### src/source/mips_core_pkg.sv
`default_nettype none

package mips_core_pkg;

  localparam int unsigned XLEN = 32;  // bits per register

  typedef logic [XLEN-1:0] word_t;

  // ALU class from the main decode
  typedef enum logic [1:0] {
    ALU_OP_ADD   = 2'b00,  // address calc and addi
    ALU_OP_SUB   = 2'b01,
    ALU_OP_FUNCT = 2'b10   // R-type, look at funct
  } alu_op_t;

  // classic MIPS ALU control codes
  typedef enum logic [2:0] {
    ALU_AND = 3'b000,
    ALU_OR  = 3'b001,
    ALU_ADD = 3'b010,
    ALU_SUB = 3'b110,
    ALU_SLT = 3'b111
  } alu_ctrl_t;

  // where an EX operand comes from
  typedef enum logic [1:0] {
    FWD_REG   = 2'b00,  // ID/EX register value
    FWD_EXMEM = 2'b01,  // result one ahead
    FWD_MEMWB = 2'b10   // writeback value
  } fwd_sel_t;

endpackage

`default_nettype wire

### src/source/mips_isa_pkg.sv
`default_nettype none

package mips_isa_pkg;

  localparam int unsigned OPCODE_W  = 6;
  localparam int unsigned REG_IDX_W = 5;
  localparam int unsigned SHAMT_W   = 5;
  localparam int unsigned FUNCT_W   = 6;
  localparam int unsigned IMM_W     = 16;

  typedef logic [REG_IDX_W-1:0] reg_idx_t;

  // only the opcodes this core executes
  typedef enum logic [OPCODE_W-1:0] {
    OP_RTYPE = 6'h00,
    OP_ADDI  = 6'h08,
    OP_LW    = 6'h23,
    OP_SW    = 6'h2b
  } opcode_t;

  typedef enum logic [FUNCT_W-1:0] {
    FN_ADD = 6'h20,
    FN_SUB = 6'h22,
    FN_AND = 6'h24,
    FN_OR  = 6'h25,
    FN_SLT = 6'h2a
  } funct_t;

  typedef struct packed {
    opcode_t            opcode;
    reg_idx_t           rs;
    reg_idx_t           rt;
    reg_idx_t           rd;
    logic [SHAMT_W-1:0] shamt;  // unused, no shifts
    funct_t             funct;
  } instr_r_t;

  typedef struct packed {
    opcode_t          opcode;
    reg_idx_t         rs;
    reg_idx_t         rt;
    logic [IMM_W-1:0] imm16;
  } instr_i_t;

  // same fetched word, seen as R or I format
  typedef union packed {
    instr_r_t r;
    instr_i_t i;
  } instr_t;

endpackage

`default_nettype wire

### src/source/mips_core_top.sv
`default_nettype none

module mips_core_top
  import mips_isa_pkg::*;
  import mips_core_pkg::*;
#(
  parameter int unsigned IMEM_AW = 8,
  parameter int unsigned DMEM_AW = 6
) (
  input  wire logic          clk,
  input  wire logic          rst_n_i,
  input  wire instr_t        imem_data_i,
  output logic [IMEM_AW-1:0] imem_addr_o,
  output logic               wb_en_o,
  output reg_idx_t           wb_reg_o,
  output word_t              wb_data_o
);

  logic     stall;
  instr_t   if_id_instr;
  logic     id_reg_write;
  logic     id_mem_to_reg;
  logic     id_mem_write;
  logic     id_alu_src;
  logic     id_reg_dst;
  alu_op_t  id_alu_op;
  word_t    id_rs_val;
  word_t    id_rt_val;
  word_t    id_imm;
  funct_t   id_funct;
  reg_idx_t id_rs;
  reg_idx_t id_rt;
  reg_idx_t id_rd;
  logic     ex_mem_to_reg;
  reg_idx_t ex_dest;
  logic     mem_reg_write;
  logic     mem_mem_to_reg;
  logic     mem_write;
  word_t    mem_alu_result;
  word_t    mem_store_data;
  reg_idx_t mem_dest;

  mips_fetch #(
    .IMEM_AW ( IMEM_AW )
  ) fetch_u1 (
    .clk         ( clk         ),
    .rst_n_i     ( rst_n_i     ),
    .stall_i     ( stall       ),
    .imem_data_i ( imem_data_i ),
    .imem_addr_o ( imem_addr_o ),
    .instr_o     ( if_id_instr )
  );

  mips_decode decode_u1 (
    .clk             ( clk           ),
    .rst_n_i         ( rst_n_i       ),
    .instr_i         ( if_id_instr   ),
    .ex_mem_to_reg_i ( ex_mem_to_reg ),
    .ex_rt_i         ( ex_dest       ),  // load target in EX
    .wb_en_i         ( wb_en_o       ),
    .wb_dest_i       ( wb_reg_o      ),
    .wb_data_i       ( wb_data_o     ),
    .stall_o         ( stall         ),
    .reg_write_o     ( id_reg_write  ),
    .mem_to_reg_o    ( id_mem_to_reg ),
    .mem_write_o     ( id_mem_write  ),
    .alu_src_o       ( id_alu_src    ),
    .reg_dst_o       ( id_reg_dst    ),
    .alu_op_o        ( id_alu_op     ),
    .rs_val_o        ( id_rs_val     ),
    .rt_val_o        ( id_rt_val     ),
    .imm_o           ( id_imm        ),
    .funct_o         ( id_funct      ),
    .rs_o            ( id_rs         ),
    .rt_o            ( id_rt         ),
    .rd_o            ( id_rd         )
  );

  mips_execute execute_u1 (
    .clk              ( clk            ),
    .rst_n_i          ( rst_n_i        ),
    .reg_write_i      ( id_reg_write   ),
    .mem_to_reg_i     ( id_mem_to_reg  ),
    .mem_write_i      ( id_mem_write   ),
    .alu_src_i        ( id_alu_src     ),
    .reg_dst_i        ( id_reg_dst     ),
    .alu_op_i         ( id_alu_op      ),
    .rs_val_i         ( id_rs_val      ),
    .rt_val_i         ( id_rt_val      ),
    .imm_i            ( id_imm         ),
    .funct_i          ( id_funct       ),
    .rs_i             ( id_rs          ),
    .rt_i             ( id_rt          ),
    .rd_i             ( id_rd          ),
    .wb_en_i          ( wb_en_o        ),
    .wb_dest_i        ( wb_reg_o       ),
    .wb_data_i        ( wb_data_o      ),
    .ex_mem_to_reg_o  ( ex_mem_to_reg  ),
    .ex_dest_o        ( ex_dest        ),
    .mem_reg_write_o  ( mem_reg_write  ),
    .mem_mem_to_reg_o ( mem_mem_to_reg ),
    .mem_write_o      ( mem_write      ),
    .alu_result_o     ( mem_alu_result ),
    .store_data_o     ( mem_store_data ),
    .mem_dest_o       ( mem_dest       )
  );

  // writeback also drives the observation port
  mips_memory #(
    .DMEM_AW ( DMEM_AW )
  ) memory_u1 (
    .clk          ( clk            ),
    .rst_n_i      ( rst_n_i        ),
    .reg_write_i  ( mem_reg_write  ),
    .mem_to_reg_i ( mem_mem_to_reg ),
    .mem_write_i  ( mem_write      ),
    .alu_result_i ( mem_alu_result ),
    .store_data_i ( mem_store_data ),
    .dest_i       ( mem_dest       ),
    .wb_en_o      ( wb_en_o        ),
    .wb_dest_o    ( wb_reg_o       ),
    .wb_data_o    ( wb_data_o      )
  );

endmodule

`default_nettype wire

### src/source/mips_decode.sv
`default_nettype none

module mips_decode
  import mips_isa_pkg::*;
  import mips_core_pkg::*;
(
  input  wire logic     clk,
  input  wire logic     rst_n_i,
  input  wire instr_t   instr_i,
  input  wire logic     ex_mem_to_reg_i,
  input  wire reg_idx_t ex_rt_i,
  input  wire logic     wb_en_i,
  input  wire reg_idx_t wb_dest_i,
  input  wire word_t    wb_data_i,
  output logic          stall_o,
  output logic          reg_write_o,
  output logic          mem_to_reg_o,
  output logic          mem_write_o,
  output logic          alu_src_o,
  output logic          reg_dst_o,
  output alu_op_t       alu_op_o,
  output word_t         rs_val_o,
  output word_t         rt_val_o,
  output word_t         imm_o,
  output funct_t        funct_o,
  output reg_idx_t      rs_o,
  output reg_idx_t      rt_o,
  output reg_idx_t      rd_o
);

  word_t    rf_q [2**REG_IDX_W];
  reg_idx_t rs;
  reg_idx_t rt;
  logic     reg_write_d;
  logic     mem_to_reg_d;
  logic     mem_write_d;
  logic     alu_src_d;
  logic     reg_dst_d;
  alu_op_t  alu_op_d;
  logic     uses_rt;     // rt is a source operand
  word_t    rs_val_d;
  word_t    rt_val_d;
  word_t    imm_d;

  assign rs = instr_i.i.rs;
  assign rt = instr_i.i.rt;

  // main control
  always_comb begin
    reg_write_d  = 1'b0;
    mem_to_reg_d = 1'b0;
    mem_write_d  = 1'b0;
    alu_src_d    = 1'b0;
    reg_dst_d    = 1'b0;
    alu_op_d     = ALU_OP_ADD;
    uses_rt      = 1'b0;
    case (instr_i.i.opcode)
      OP_RTYPE: begin
        reg_write_d = 1'b1;
        reg_dst_d   = 1'b1;
        alu_op_d    = ALU_OP_FUNCT;
        uses_rt     = 1'b1;
      end
      OP_ADDI: begin
        reg_write_d = 1'b1;
        alu_src_d   = 1'b1;
      end
      OP_LW: begin
        reg_write_d  = 1'b1;
        mem_to_reg_d = 1'b1;
        alu_src_d    = 1'b1;
      end
      OP_SW: begin
        mem_write_d = 1'b1;
        alu_src_d   = 1'b1;
        uses_rt     = 1'b1;  // store data
      end
      default: ;  // unknown opcode runs as a nop
    endcase
  end

  // load in EX feeding this instruction, hold one cycle
  assign stall_o = ex_mem_to_reg_i && (ex_rt_i != '0) &&
                   ((ex_rt_i == rs) || (uses_rt && (ex_rt_i == rt)));

  // register file, r0 reads zero, write bypassed to reads
  always_comb begin
    rs_val_d = rf_q[rs];
    rt_val_d = rf_q[rt];
    if (wb_en_i && (wb_dest_i == rs)) rs_val_d = wb_data_i;
    if (wb_en_i && (wb_dest_i == rt)) rt_val_d = wb_data_i;
    if (rs == '0) rs_val_d = '0;
    if (rt == '0) rt_val_d = '0;
  end

  always_ff @(posedge clk) begin
    if (wb_en_i) begin
      rf_q[wb_dest_i] <= wb_data_i;  // wb_en never set for r0
    end
  end

  assign imm_d = {{(XLEN-IMM_W){instr_i.i.imm16[IMM_W-1]}}, instr_i.i.imm16};

  // ID/EX controls, bubble on stall
  always_ff @(posedge clk or negedge rst_n_i) begin
    if (!rst_n_i) begin
      reg_write_o  <= 1'b0;
      mem_to_reg_o <= 1'b0;
      mem_write_o  <= 1'b0;
      alu_src_o    <= 1'b0;
      reg_dst_o    <= 1'b0;
      alu_op_o     <= ALU_OP_ADD;
    end else if (stall_o) begin
      reg_write_o  <= 1'b0;
      mem_to_reg_o <= 1'b0;
      mem_write_o  <= 1'b0;
      alu_src_o    <= 1'b0;
      reg_dst_o    <= 1'b0;
      alu_op_o     <= ALU_OP_ADD;
    end else begin
      reg_write_o  <= reg_write_d;
      mem_to_reg_o <= mem_to_reg_d;
      mem_write_o  <= mem_write_d;
      alu_src_o    <= alu_src_d;
      reg_dst_o    <= reg_dst_d;
      alu_op_o     <= alu_op_d;
    end
  end

  // ID/EX operands and indices
  always_ff @(posedge clk) begin
    rs_val_o <= rs_val_d;
    rt_val_o <= rt_val_d;
    imm_o    <= imm_d;
    funct_o  <= instr_i.r.funct;
    rs_o     <= rs;
    rt_o     <= rt;
    rd_o     <= instr_i.r.rd;
  end

endmodule

`default_nettype wire

### src/source/mips_execute.sv
`default_nettype none

module mips_execute
  import mips_isa_pkg::*;
  import mips_core_pkg::*;
(
  input  wire logic     clk,
  input  wire logic     rst_n_i,
  input  wire logic     reg_write_i,
  input  wire logic     mem_to_reg_i,
  input  wire logic     mem_write_i,
  input  wire logic     alu_src_i,
  input  wire logic     reg_dst_i,
  input  wire alu_op_t  alu_op_i,
  input  wire word_t    rs_val_i,
  input  wire word_t    rt_val_i,
  input  wire word_t    imm_i,
  input  wire funct_t   funct_i,
  input  wire reg_idx_t rs_i,
  input  wire reg_idx_t rt_i,
  input  wire reg_idx_t rd_i,
  input  wire logic     wb_en_i,
  input  wire reg_idx_t wb_dest_i,
  input  wire word_t    wb_data_i,
  output logic          ex_mem_to_reg_o,
  output reg_idx_t      ex_dest_o,
  output logic          mem_reg_write_o,
  output logic          mem_mem_to_reg_o,
  output logic          mem_write_o,
  output word_t         alu_result_o,
  output word_t         store_data_o,
  output reg_idx_t      mem_dest_o
);

  fwd_sel_t  fwd_a;
  fwd_sel_t  fwd_b;
  fwd_sel_t  fwd_st;
  word_t     opnd_a;
  word_t     opnd_b;
  word_t     store_d;
  alu_ctrl_t alu_ctrl;
  word_t     alu_res;

  // younger producer (EX/MEM) has priority, r0 is never forwarded
  function automatic fwd_sel_t fwd_select(input reg_idx_t src);
    if (src == '0) return FWD_REG;
    if (mem_reg_write_o && (mem_dest_o == src)) return FWD_EXMEM;
    if (wb_en_i && (wb_dest_i == src)) return FWD_MEMWB;
    return FWD_REG;
  endfunction

  function automatic word_t fwd_pick(input fwd_sel_t sel, input word_t reg_val);
    case (sel)
      FWD_EXMEM: return alu_result_o;
      FWD_MEMWB: return wb_data_i;
      default:   return reg_val;
    endcase
  endfunction

  always_comb begin
    fwd_a   = fwd_select(rs_i);
    fwd_b   = alu_src_i ? FWD_REG : fwd_select(rt_i);  // immediate needs no forward
    fwd_st  = fwd_select(rt_i);                        // sw data path
    opnd_a  = fwd_pick(fwd_a, rs_val_i);
    opnd_b  = alu_src_i ? imm_i : fwd_pick(fwd_b, rt_val_i);
    store_d = fwd_pick(fwd_st, rt_val_i);
  end

  // ALU control
  always_comb begin
    case (alu_op_i)
      ALU_OP_SUB: alu_ctrl = ALU_SUB;
      ALU_OP_FUNCT: begin
        case (funct_i)
          FN_SUB:  alu_ctrl = ALU_SUB;
          FN_AND:  alu_ctrl = ALU_AND;
          FN_OR:   alu_ctrl = ALU_OR;
          FN_SLT:  alu_ctrl = ALU_SLT;
          default: alu_ctrl = ALU_ADD;
        endcase
      end
      default: alu_ctrl = ALU_ADD;
    endcase
  end

  always_comb begin
    case (alu_ctrl)
      ALU_AND: alu_res = opnd_a & opnd_b;
      ALU_OR:  alu_res = opnd_a | opnd_b;
      ALU_SUB: alu_res = opnd_a - opnd_b;
      ALU_SLT: alu_res = {{(XLEN-1){1'b0}}, ($signed(opnd_a) < $signed(opnd_b))};
      default: alu_res = opnd_a + opnd_b;
    endcase
  end

  assign ex_dest_o       = reg_dst_i ? rd_i : rt_i;  // rd for R-type
  assign ex_mem_to_reg_o = mem_to_reg_i;             // load-use check in decode

  // EX/MEM
  always_ff @(posedge clk or negedge rst_n_i) begin
    if (!rst_n_i) begin
      mem_reg_write_o  <= 1'b0;
      mem_mem_to_reg_o <= 1'b0;
      mem_write_o      <= 1'b0;
    end else begin
      mem_reg_write_o  <= reg_write_i;
      mem_mem_to_reg_o <= mem_to_reg_i;
      mem_write_o      <= mem_write_i;
    end
  end

  always_ff @(posedge clk) begin
    alu_result_o <= alu_res;
    store_data_o <= store_d;
    mem_dest_o   <= ex_dest_o;
  end

endmodule

`default_nettype wire

### src/source/mips_fetch.sv
`default_nettype none

module mips_fetch
  import mips_isa_pkg::*;
#(
  parameter int unsigned IMEM_AW = 8
) (
  input  wire logic          clk,
  input  wire logic          rst_n_i,
  input  wire logic          stall_i,
  input  wire instr_t        imem_data_i,
  output logic [IMEM_AW-1:0] imem_addr_o,
  output instr_t             instr_o
);

  logic [IMEM_AW-1:0] pc_q;     // word address
  instr_t             if_id_q;

  // pc steps one word per cycle, frozen on load-use
  always_ff @(posedge clk or negedge rst_n_i) begin
    if (!rst_n_i) begin
      pc_q <= '0;
    end else if (!stall_i) begin
      pc_q <= pc_q + 1'b1;
    end
  end

  // IF/ID instruction register
  // all zeros is add r0,r0,r0 which never writes back
  always_ff @(posedge clk or negedge rst_n_i) begin
    if (!rst_n_i) begin
      if_id_q <= '0;
    end else if (!stall_i) begin
      if_id_q <= imem_data_i;  // same-cycle answer from outside
    end
  end

  assign imem_addr_o = pc_q;
  assign instr_o     = if_id_q;

endmodule

`default_nettype wire

### src/source/mips_memory.sv
`default_nettype none

module mips_memory
  import mips_isa_pkg::*;
  import mips_core_pkg::*;
#(
  parameter int unsigned DMEM_AW = 6
) (
  input  wire logic     clk,
  input  wire logic     rst_n_i,
  input  wire logic     reg_write_i,
  input  wire logic     mem_to_reg_i,
  input  wire logic     mem_write_i,
  input  wire word_t    alu_result_i,
  input  wire word_t    store_data_i,
  input  wire reg_idx_t dest_i,
  output logic          wb_en_o,
  output reg_idx_t      wb_dest_o,
  output word_t         wb_data_o
);

  word_t              dmem_q [2**DMEM_AW];
  logic [DMEM_AW-1:0] word_addr;
  word_t              load_data;
  logic               mem_to_reg_q;
  word_t              load_q;
  word_t              alu_q;

  assign word_addr = alu_result_i[DMEM_AW+1:2];  // byte address to word index
  assign load_data = dmem_q[word_addr];          // async read

  always_ff @(posedge clk) begin
    if (mem_write_i) begin
      dmem_q[word_addr] <= store_data_i;
    end
  end

  // MEM/WB
  always_ff @(posedge clk or negedge rst_n_i) begin
    if (!rst_n_i) begin
      wb_en_o      <= 1'b0;
      mem_to_reg_q <= 1'b0;
    end else begin
      wb_en_o      <= reg_write_i && (dest_i != '0);  // writes to r0 dropped here
      mem_to_reg_q <= mem_to_reg_i;
    end
  end

  always_ff @(posedge clk) begin
    wb_dest_o <= dest_i;
    load_q    <= load_data;
    alu_q     <= alu_result_i;
  end

  assign wb_data_o = mem_to_reg_q ? load_q : alu_q;

endmodule

`default_nettype wire
### config.mk
export PLATFORM = sky130hd
export DESIGN_NAME = mips_core_top
export DESIGN_NICKNAME = d
export VERILOG_FILES = /design/src/source/mips_core_pkg.sv /design/src/source/mips_isa_pkg.sv /design/src/source/mips_core_top.sv /design/src/source/mips_decode.sv /design/src/source/mips_execute.sv /design/src/source/mips_fetch.sv /design/src/source/mips_memory.sv
export SDC_FILE = /design/constraint.sdc
export NUM_CORES = 2
export LEC_CHECK = 0
export BUFFER_PORTS_ARGS = -buffer_cell sky130_fd_sc_hd__buf_4
export CAP_MARGIN = 0
export CORE_UTILIZATION = 60
export CTS_CLUSTER_SIZE = 8
export DETAILED_ROUTE_END_ITERATION = 10
export GPL_TIMING_DRIVEN = 1
export HOLD_SLACK_MARGIN = 0.08
export PLACE_DENSITY_LB_ADDON = 0.15
export SLEW_MARGIN = 20
export SYNTH_ARGS = -nofsm -noshare
export SYNTH_HDL_FRONTEND = slang
export SYNTH_HIERARCHICAL = 1
export SYNTH_SLANG_ARGS = --single-unit
### constraint.sdc
create_clock -name clk -period 5.84 [get_ports clk]
set_clock_uncertainty 0.15 [all_clocks]
set_input_delay 0.584 -clock clk [delete_from_list [all_inputs] [get_ports clk]]
set_output_delay 0.584 -clock clk [all_outputs]
set_load 0.01 [all_outputs]
; ---- After elaboration in Yosys (flattened, before gate mapping)
; Memories as Yosys holds them, arrays and structs flattened. A register that Yosys moved wholly into a read port is not among the register bits.
; Cells that the tools add are included.
[totals]
elab_cells = 126
ram_bits = 3072
n_memories = 2
register_bits = 195
[classes]
muxes = 51
bitwise_logic = 2
n_reduce_logical = 20
add_sub_neg = 3
order_cmp = 1
eq_ne = 24
[memory_table]
columns = name, words, word_bits, read_ports, rd_clocked_by_memory_dff, write_ports, line_no
row1 = memory_u1.dmem_q, 64, 32, 1, 1, 1, mips_memory.sv:22  ; word_t dmem_q [2**DMEM_AW];
row2 = decode_u1.rf_q, 32, 32, 2, 2, 1, mips_decode.sv:31  ; word_t rf_q [2**REG_IDX_W];
[ops]
columns = cell, count
row1 = one-hot mux 32 bit (2 select lines), 3
row2 = one-hot mux 32 bit (4 select lines), 1
row3 = 2-to-1 mux 32 bit, 2
row4 = "equality test 6 bit, second input constant", 6
row5 = adder 32 bit, 1
row6 = AND 32 bit, 1
row7 = < comparator 32 bit, 1
row8 = bitwise OR 32 bit, 1
row9 = subtractor 32 bit, 1
row10 = equality test 5 bit, 6
row11 = 2-to-1 mux 2 bit, 15
row12 = 2-to-1 mux 1 bit, 27
row13 = zero test 5 bit, 4
row14 = one-hot mux 3 bit (4 select lines), 1
row15 = nonzero test 5 bit, 2
row16 = "adder 8 x 1 -> 8 bit, second input constant", 1
row17 = "equality test 2 x 1 -> 1 bit, second input constant", 4
row18 = "equality test 2 bit, second input constant", 4
row19 = logical AND 1 bit, 8
row20 = "equality test 3 bit, second input constant", 2
row21 = "equality test 6 x 4 -> 1 bit, second input constant", 1
row22 = zero test 6 bit, 1
row23 = one-hot mux 3 bit (2 select lines), 1
row24 = OR reduction 3 bit, 2
row25 = other kinds (5), 5

; ---- Logic depth before layout (Yosys ltp)
[logic_depth]
word_depth = 15
ltp_mapped = 21

; ---- Cells and area by module
; Netlist, hierarchy kept.
[modules_own_cells]
columns = mod, seq_area_each_um2, n_inst, area_each_um2, cells_per_inst
row1 = mips_memory, 62930.4, 1, 79959.2, 4468
row2 = mips_decode, 32676.3, 1, 50370.8, 2768
row3 = mips_execute, 1456.4, 1, 8977.4, 1267
row4 = mips_fetch, 1001.0, 1, 1550.2, 94

; ---- Worst setup path before layout
; No wires, ideal clock.
[synth_timing]
kind = register -> register
start = register decode_u1.rt_o[2]
end = register execute_u1.alu_result_o[28]
setup_time_ns = 0.127
stages_incl_launch_ff = 22
t_arrival_ns = 4.921
slack_ns = 0.642
path_cell_list = dfxtp_1 -> xor2_1 -> nor4_1 -> and3_1 -> nor4_1 -> nand2b_1 -> ha_1 -> clkbuf_1 -> clkbuf_1 -> a221oi_1 -> o31ai_1 -> ha_1 -> inv_1 -> fa_1 -> o31ai_4 -> a31oi_4 -> o31ai_4 -> a31oi_4 -> o21bai_4 -> a41oi_2 -> a32o_1 -> or3_1
[synth_via]
elab_chain_cells = 14
[synth_lines]
columns = item, line_no
row1 = from (decl), mips_decode.sv:27  ; output reg_idx_t rt_o,
row2 = from (signal assigned), mips_decode.sv:137  ; rt_o <= rt;
row3 = equality test 5 bit, mips_execute.sv:48  ; if (wb_en_i && (wb_dest_i == src)) return FWD_MEMWB;
row4 = logical AND 1 bit, mips_execute.sv:48
row5 = 2-to-1 mux 1 bit (2 in series), mips_execute.sv:48
row6 = 2-to-1 mux 1 bit, mips_execute.sv:47  ; if (mem_reg_write_o && (mem_dest_o == src)) return FWD_EXMEM;
row7 = 2-to-1 mux 2 bit, mips_execute.sv:49  ; return FWD_REG;
row8 = 2-to-1 mux 2 bit, mips_execute.sv:48
row9 = 2-to-1 mux 2 bit *, mips_execute.sv:47
row10 = 2-to-1 mux 2 bit *, mips_execute.sv:62  ; fwd_b = alu_src_i ? FWD_REG : fwd_select(rt_i);
row11 = equality test 2 bit / equality test 2 x 1 -> 1 bit (equally long branches), mips_execute.sv:53  ; case (sel)
row12 = one-hot mux 32 bit (2 select lines) *, mips_execute.sv:53
row13 = 2-to-1 mux 32 bit *, mips_execute.sv:65  ; opnd_b = alu_src_i ? imm_i : fwd_pick(fwd_b, rt_val_i);
row14 = adder 32 bit (tied with other cells), mips_execute.sv:92  ; default: alu_res = opnd_a + opnd_b;
row15 = one-hot mux 32 bit (4 select lines) *, mips_execute.sv:87  ; case (alu_ctrl)
row16 = named net execute_u1.alu_res[28], mips_execute.sv:42  ; word_t alu_res;
row17 = to (signal assigned), mips_execute.sv:113  ; alu_result_o <= alu_res;
row18 = to (decl), mips_execute.sv:30  ; output word_t alu_result_o,
; Mark *: on every way through the listed nets, which the timed path passes. The rest lies on a longest branch. The select of a mux whose other input is x is not followed.
; A chain may end at the register's enable or synchronous reset.

; ---- Worst setup path after layout
[layout_timing]
start = register execute_u1.mem_dest_o[2]
end = register execute_u1.alu_result_o[28]
[layout_via]
elab_chain_cells = 13
[layout_lines]
columns = item, line_no
row1 = from (decl), mips_execute.sv:32  ; output reg_idx_t mem_dest_o
row2 = from (signal assigned), mips_execute.sv:115  ; mem_dest_o <= ex_dest_o;
row3 = equality test 5 bit, mips_execute.sv:47
row4 = logical AND 1 bit, mips_execute.sv:47
row5 = 2-to-1 mux 2 bit, mips_execute.sv:47
row6 = 2-to-1 mux 2 bit, mips_execute.sv:48
row7 = 2-to-1 mux 2 bit, mips_execute.sv:49
row8 = 2-to-1 mux 2 bit, mips_execute.sv:48
row9 = 2-to-1 mux 2 bit, mips_execute.sv:47
row10 = 2-to-1 mux 2 bit, mips_execute.sv:62
row11 = equality test 2 bit / equality test 2 x 1 -> 1 bit (equally long branches), mips_execute.sv:53
row12 = one-hot mux 32 bit (2 select lines), mips_execute.sv:53
row13 = 2-to-1 mux 32 bit, mips_execute.sv:65
row14 = adder 32 bit (tied with other cells), mips_execute.sv:92
row15 = one-hot mux 32 bit (4 select lines) *, mips_execute.sv:87
row16 = named net execute_u1.alu_res[28], mips_execute.sv:42
; Marked as above.

==> impl_metrics.yaml <==
worst_setup_path:
  timing.critical_path.arrival_ns: 6.29
  worst_setup_path_start_kind: "register"
  timing.critical_path.to_type: "register"
  critPathMaxFanout: 31
  worstSetupPathType: "register to register"
  worstPathRequired_ns: 6.53
floorplan:
  die_y_um: 487
  ioPinCount: 80
  die-width_um: 487
  die_area_um2: 237000
  coreArea_um2: 233000
  floorplan.rows: 177
  start_util_pct: 60.5
cells_and_area:
  n_fill_cell: 15057
  final_cell_count_without_fillers: 12210
  num-nets-final: 9028
  layout-area-overhead-vs-synth_pct: 13.3
  finish.utilization_pct: 68.5
  final_layout_size_suffix_gt1_share_pct: 19.6
grt:
  antenna_found_initial: 66
  global_route_wire_length_before_repair_um: 649000
  grt_max_degree: 126
  grt_remaining_overflow: 0
  track_usage_pct: 39.1
  first_global_vias: 86768
placement:
  post-dp-hpwl_um: 275000
  numPortBuffers: 79
  numPlacedInstances: 11509
  gp_congestion: 0.946
clock_network:
  cts-htree-levels: 5
  cts.repair_timing.setup_buffer_count: 0
  cts_sinks: 3350
  tritoncts_clock_tree: "yes"
  ctsLongestPathBuffers: 4
  clock_latency_of_the_later_clocked_register_in_the_worst_skew_pair_ns: 1.04
  cts_made_buffers: 470
  post_cts_clock_slew_at_the_launch_and_capture_registers_of_the_worst_setup_and_hold_paths_ns: 0.05
  clk_root_buffer_cell: "clkbuf_16"
power_and_ir_drop:
  p_leak_nw: 52.6
  power_frac_comb_pct: 22.5
  p_switching_mw: 21.2
  power-per-cell-area_nw_per_um2: 425
  vdd_ir_drop_max_v: 0.000290
  clock_power_share_pct: 35.4
  seq_power_share_pct: 42.1
  internal_power_consumption_mw: 46.7
  total_power_mw: 67.9
  power.switching_fraction_pct: 31.2
routing:
  wl_um: 467000
  viasPerCell: 7.43
  drc: 0
  ant_nets: 0
  post_detailed_route_wirelength_per_cell_um: 38.2
  drt_first_pass_iters: 9
  detailedRoute.firstIterationViolations: 15808
  num_vias: 90697
synthesis:
  postSynthRegisterBits: 3350
  syn_area_per_cell_um2: 16.4
  post_synth_main_area_contributors: "edfxtp_1, mux4_2, mux2i_1, a221oi_1, dfxtp_1"
  asyncSetResetFlopFracSynth_pct: 1.49
  synthesized_netlist_net_count: 8738
  synth-edff-count: 3072
  ys.warnings.count: 6
  synth_seq_area_share_pct: 69.6
  total_standard_cell_area_after_synthesis_um2: 141000
  post_synth_inst_count: 8597
  synth_largest_area_cell: "edfxtp_1"
  ys_dominant_reg_cell: "edfxtp_1"
  synth.top_cell.area_share_pct: 65.5
  yosys.cell_types.count: 97
timing:
  final.period_utilization_pct: 95.8
  worst_hold_slack_ns: 0.217
  report.final.slew_viol_count: 0
  report.final.setup_viol: 0
  rsz_0062_raised_after_global_routing: "false"
  worst_pin_slew_ns: 1.24
  timing_hold_violations_final: 0
  clock.fmax_mhz: 179
  fin_crit_ns: 5.59
  relSlewSlack_pct: 17.2
outcome:
  run_status: "finished, final reports clean"
job:
  count_of_max_cap_constraint_violations: 0
min_path:
  hold_path_class: "register to register"
==> worst paths after layout <==
check                                               from                           to  slack [ns]  cells after the start
worst min-delay path                 fetch_u1/instr_o[8]           decode_u1/imm_o[8]        0.22                      0
min in group asynchronous                        rst_n_i          fetch_u1/instr_o[0]        0.53                      4
worst max register to register  execute_u1/mem_dest_o[2]  execute_u1/alu_result_o[28]        0.25                     19
max in group asynchronous                        rst_n_i       memory_u1/mem_to_reg_q        4.73                      4
worst max-delay path            execute_u1/mem_dest_o[2]  execute_u1/alu_result_o[28]        0.25                     19
worst min register to register       fetch_u1/instr_o[8]           decode_u1/imm_o[8]        0.22                      0
==> worst max-delay path, cell delays in order (launching register included) <==
cell and delay (ns):
dfxtp_1 0.41, xor2_1 0.18, nor4_1 0.08, and3_1 0.19, nor4_2 0.41, nand2b_1 0.14, ha_2 0.47, buf_4 0.27
buf_4 0.30, a221oi_1 0.09, o31ai_1 0.39, ha_1 0.31, buf_4 0.19, o31ai_1 0.39, nor2_1 0.14, a31oi_4 0.30
a31oi_2 0.22, o31ai_1 0.31, mux2i_1 0.11, or3_1 0.37
==> power by group through the flow <==
stage               sequential, mW  clock [mW]  combinational, mW
floorplan                     28.7           0               8.02
global placement              28.9           0               14.3
detailed placement            28.9           0               14.5
CTS                           28.5        24.1               14.6
global route                  28.5        25.1               15.6
finish                        28.5        24.1               15.3
==> cell usage in the layout (no fill, tap or decap), drive strengths merged, types with 47 or more instances in the layout <==
cell	synthesis	routed
edfxtp	3072	3072
clkbuf	374	622
a221oi	563	563
mux2i	517	517
buf	325	483
nor2	407	407
o21ai	399	399
mux4	395	395
a22oi	294	294
a21oi	291	291
nand2	265	265
dfxtp	228	228
mux2	184	184
inv	108	116
ha	105	105
a221o	93	93
o22ai	90	90
o221ai	69	69
nor2b	60	60
dfrtp	50	50
a32o	47	47
==> Yosys cell counts, types with 69 or more instances <==
cell      instances
clkbuf_1        373
a221o_1          93
a22oi_1         294
buf_4            79
mux4_2          395
mux2_2          138
a21oi_1         287
nand2_1         265
a221oi_1        527
o22ai_1          90
ha_1            105
nor2_1          405
o221ai_1         69
inv_1           101
buf_2           158
o21ai_0         357
mux2i_1         517
edfxtp_1       3072
dfxtp_1         228
==> sequential cells by signal, indices dropped and copies added, names as in the netlist, 4 cells and up <==
name and cells:
execute_u1/store_data_o 32, fetch_u1/instr_o 32, decode_u1/rf_q 1024, memory_u1/dmem_q 2048, decode_u1/rd_o 4, decode_u1/rs_o 5
decode_u1/rt_val_o 32, memory_u1/load_q 32, execute_u1/alu_result_o 32, decode_u1/imm_o 7, memory_u1/alu_q 32, decode_u1/rt_o 5
memory_u1/wb_dest_o 5, execute_u1/mem_dest_o 5, decode_u1/funct_o 5, decode_u1/rs_val_o 32, fetch_u1/imem_addr_o 8
==> stage by stage <==
step / setup TNS, ns / instance area [um2] / worst slack, ns
2_1_floorplan: 0 / 141000 / 0.642
6_report: 0 / 160000 / 0.247
5_1_grt: 0 / 160000 / 0.00311
3_3_place_gp: 0 / 146000 / 0.0452
3_5_place_dp: -0.0837 / 146000 / -0.0837
4_1_cts: 0 / 159000 / 0.0661
==> repair_timing <==
action	4_1_cts	5_1_grt
hold buffers	35	0
endpoints found under the hold margin	82	0
pin swaps	0	1
resized for setup	1	12
endpoints found under the setup margin	3	9
==> cells by family after synthesis <==
kind of cell | Yosys count | share of synthesized area (%)
adders and majority gates | 107 | 0.961
AOI/OAI and AO/OA | 2216 | 11.7
DFF | 3350 | 69.6
muxes | 1096 | 11.5
xor gates and xnor gates | 47 | 0.292
buffers and inverters | 809 | 2.78
other | 1 | 0.00266
and+or+nand+nor | 971 | 3.16
==> routing by layer <==
| layer | vias up | global-route usage (%) | part of all wire, % |
|---|---|---|---|
| li1 | 35884 | - | - |
| met4 | 70 | 17.6 | 5.1 |
| met3 | 1371 | 16.9 | 17 |
| met2 | 7411 | 53.4 | 42 |
| met1 | 45961 | 54.0 | 36 |
| met5 | - | 0.674 | 0.11 |
==> cell type report <==
cell class	instances	area (um2)	area share, %
antenna	27	67.6	0.0423
timing repair buffer	517	4580	2.87
multi-input combinational	4438	39900	25.0
sequential	3350	98100	61.5
inverter	110	420	0.263
tap	3132	3920	2.45
clock inverter	14	223	0.140
clock buffer	622	12400	7.78
Note: power is estimated with default switching activity, not from simulation.
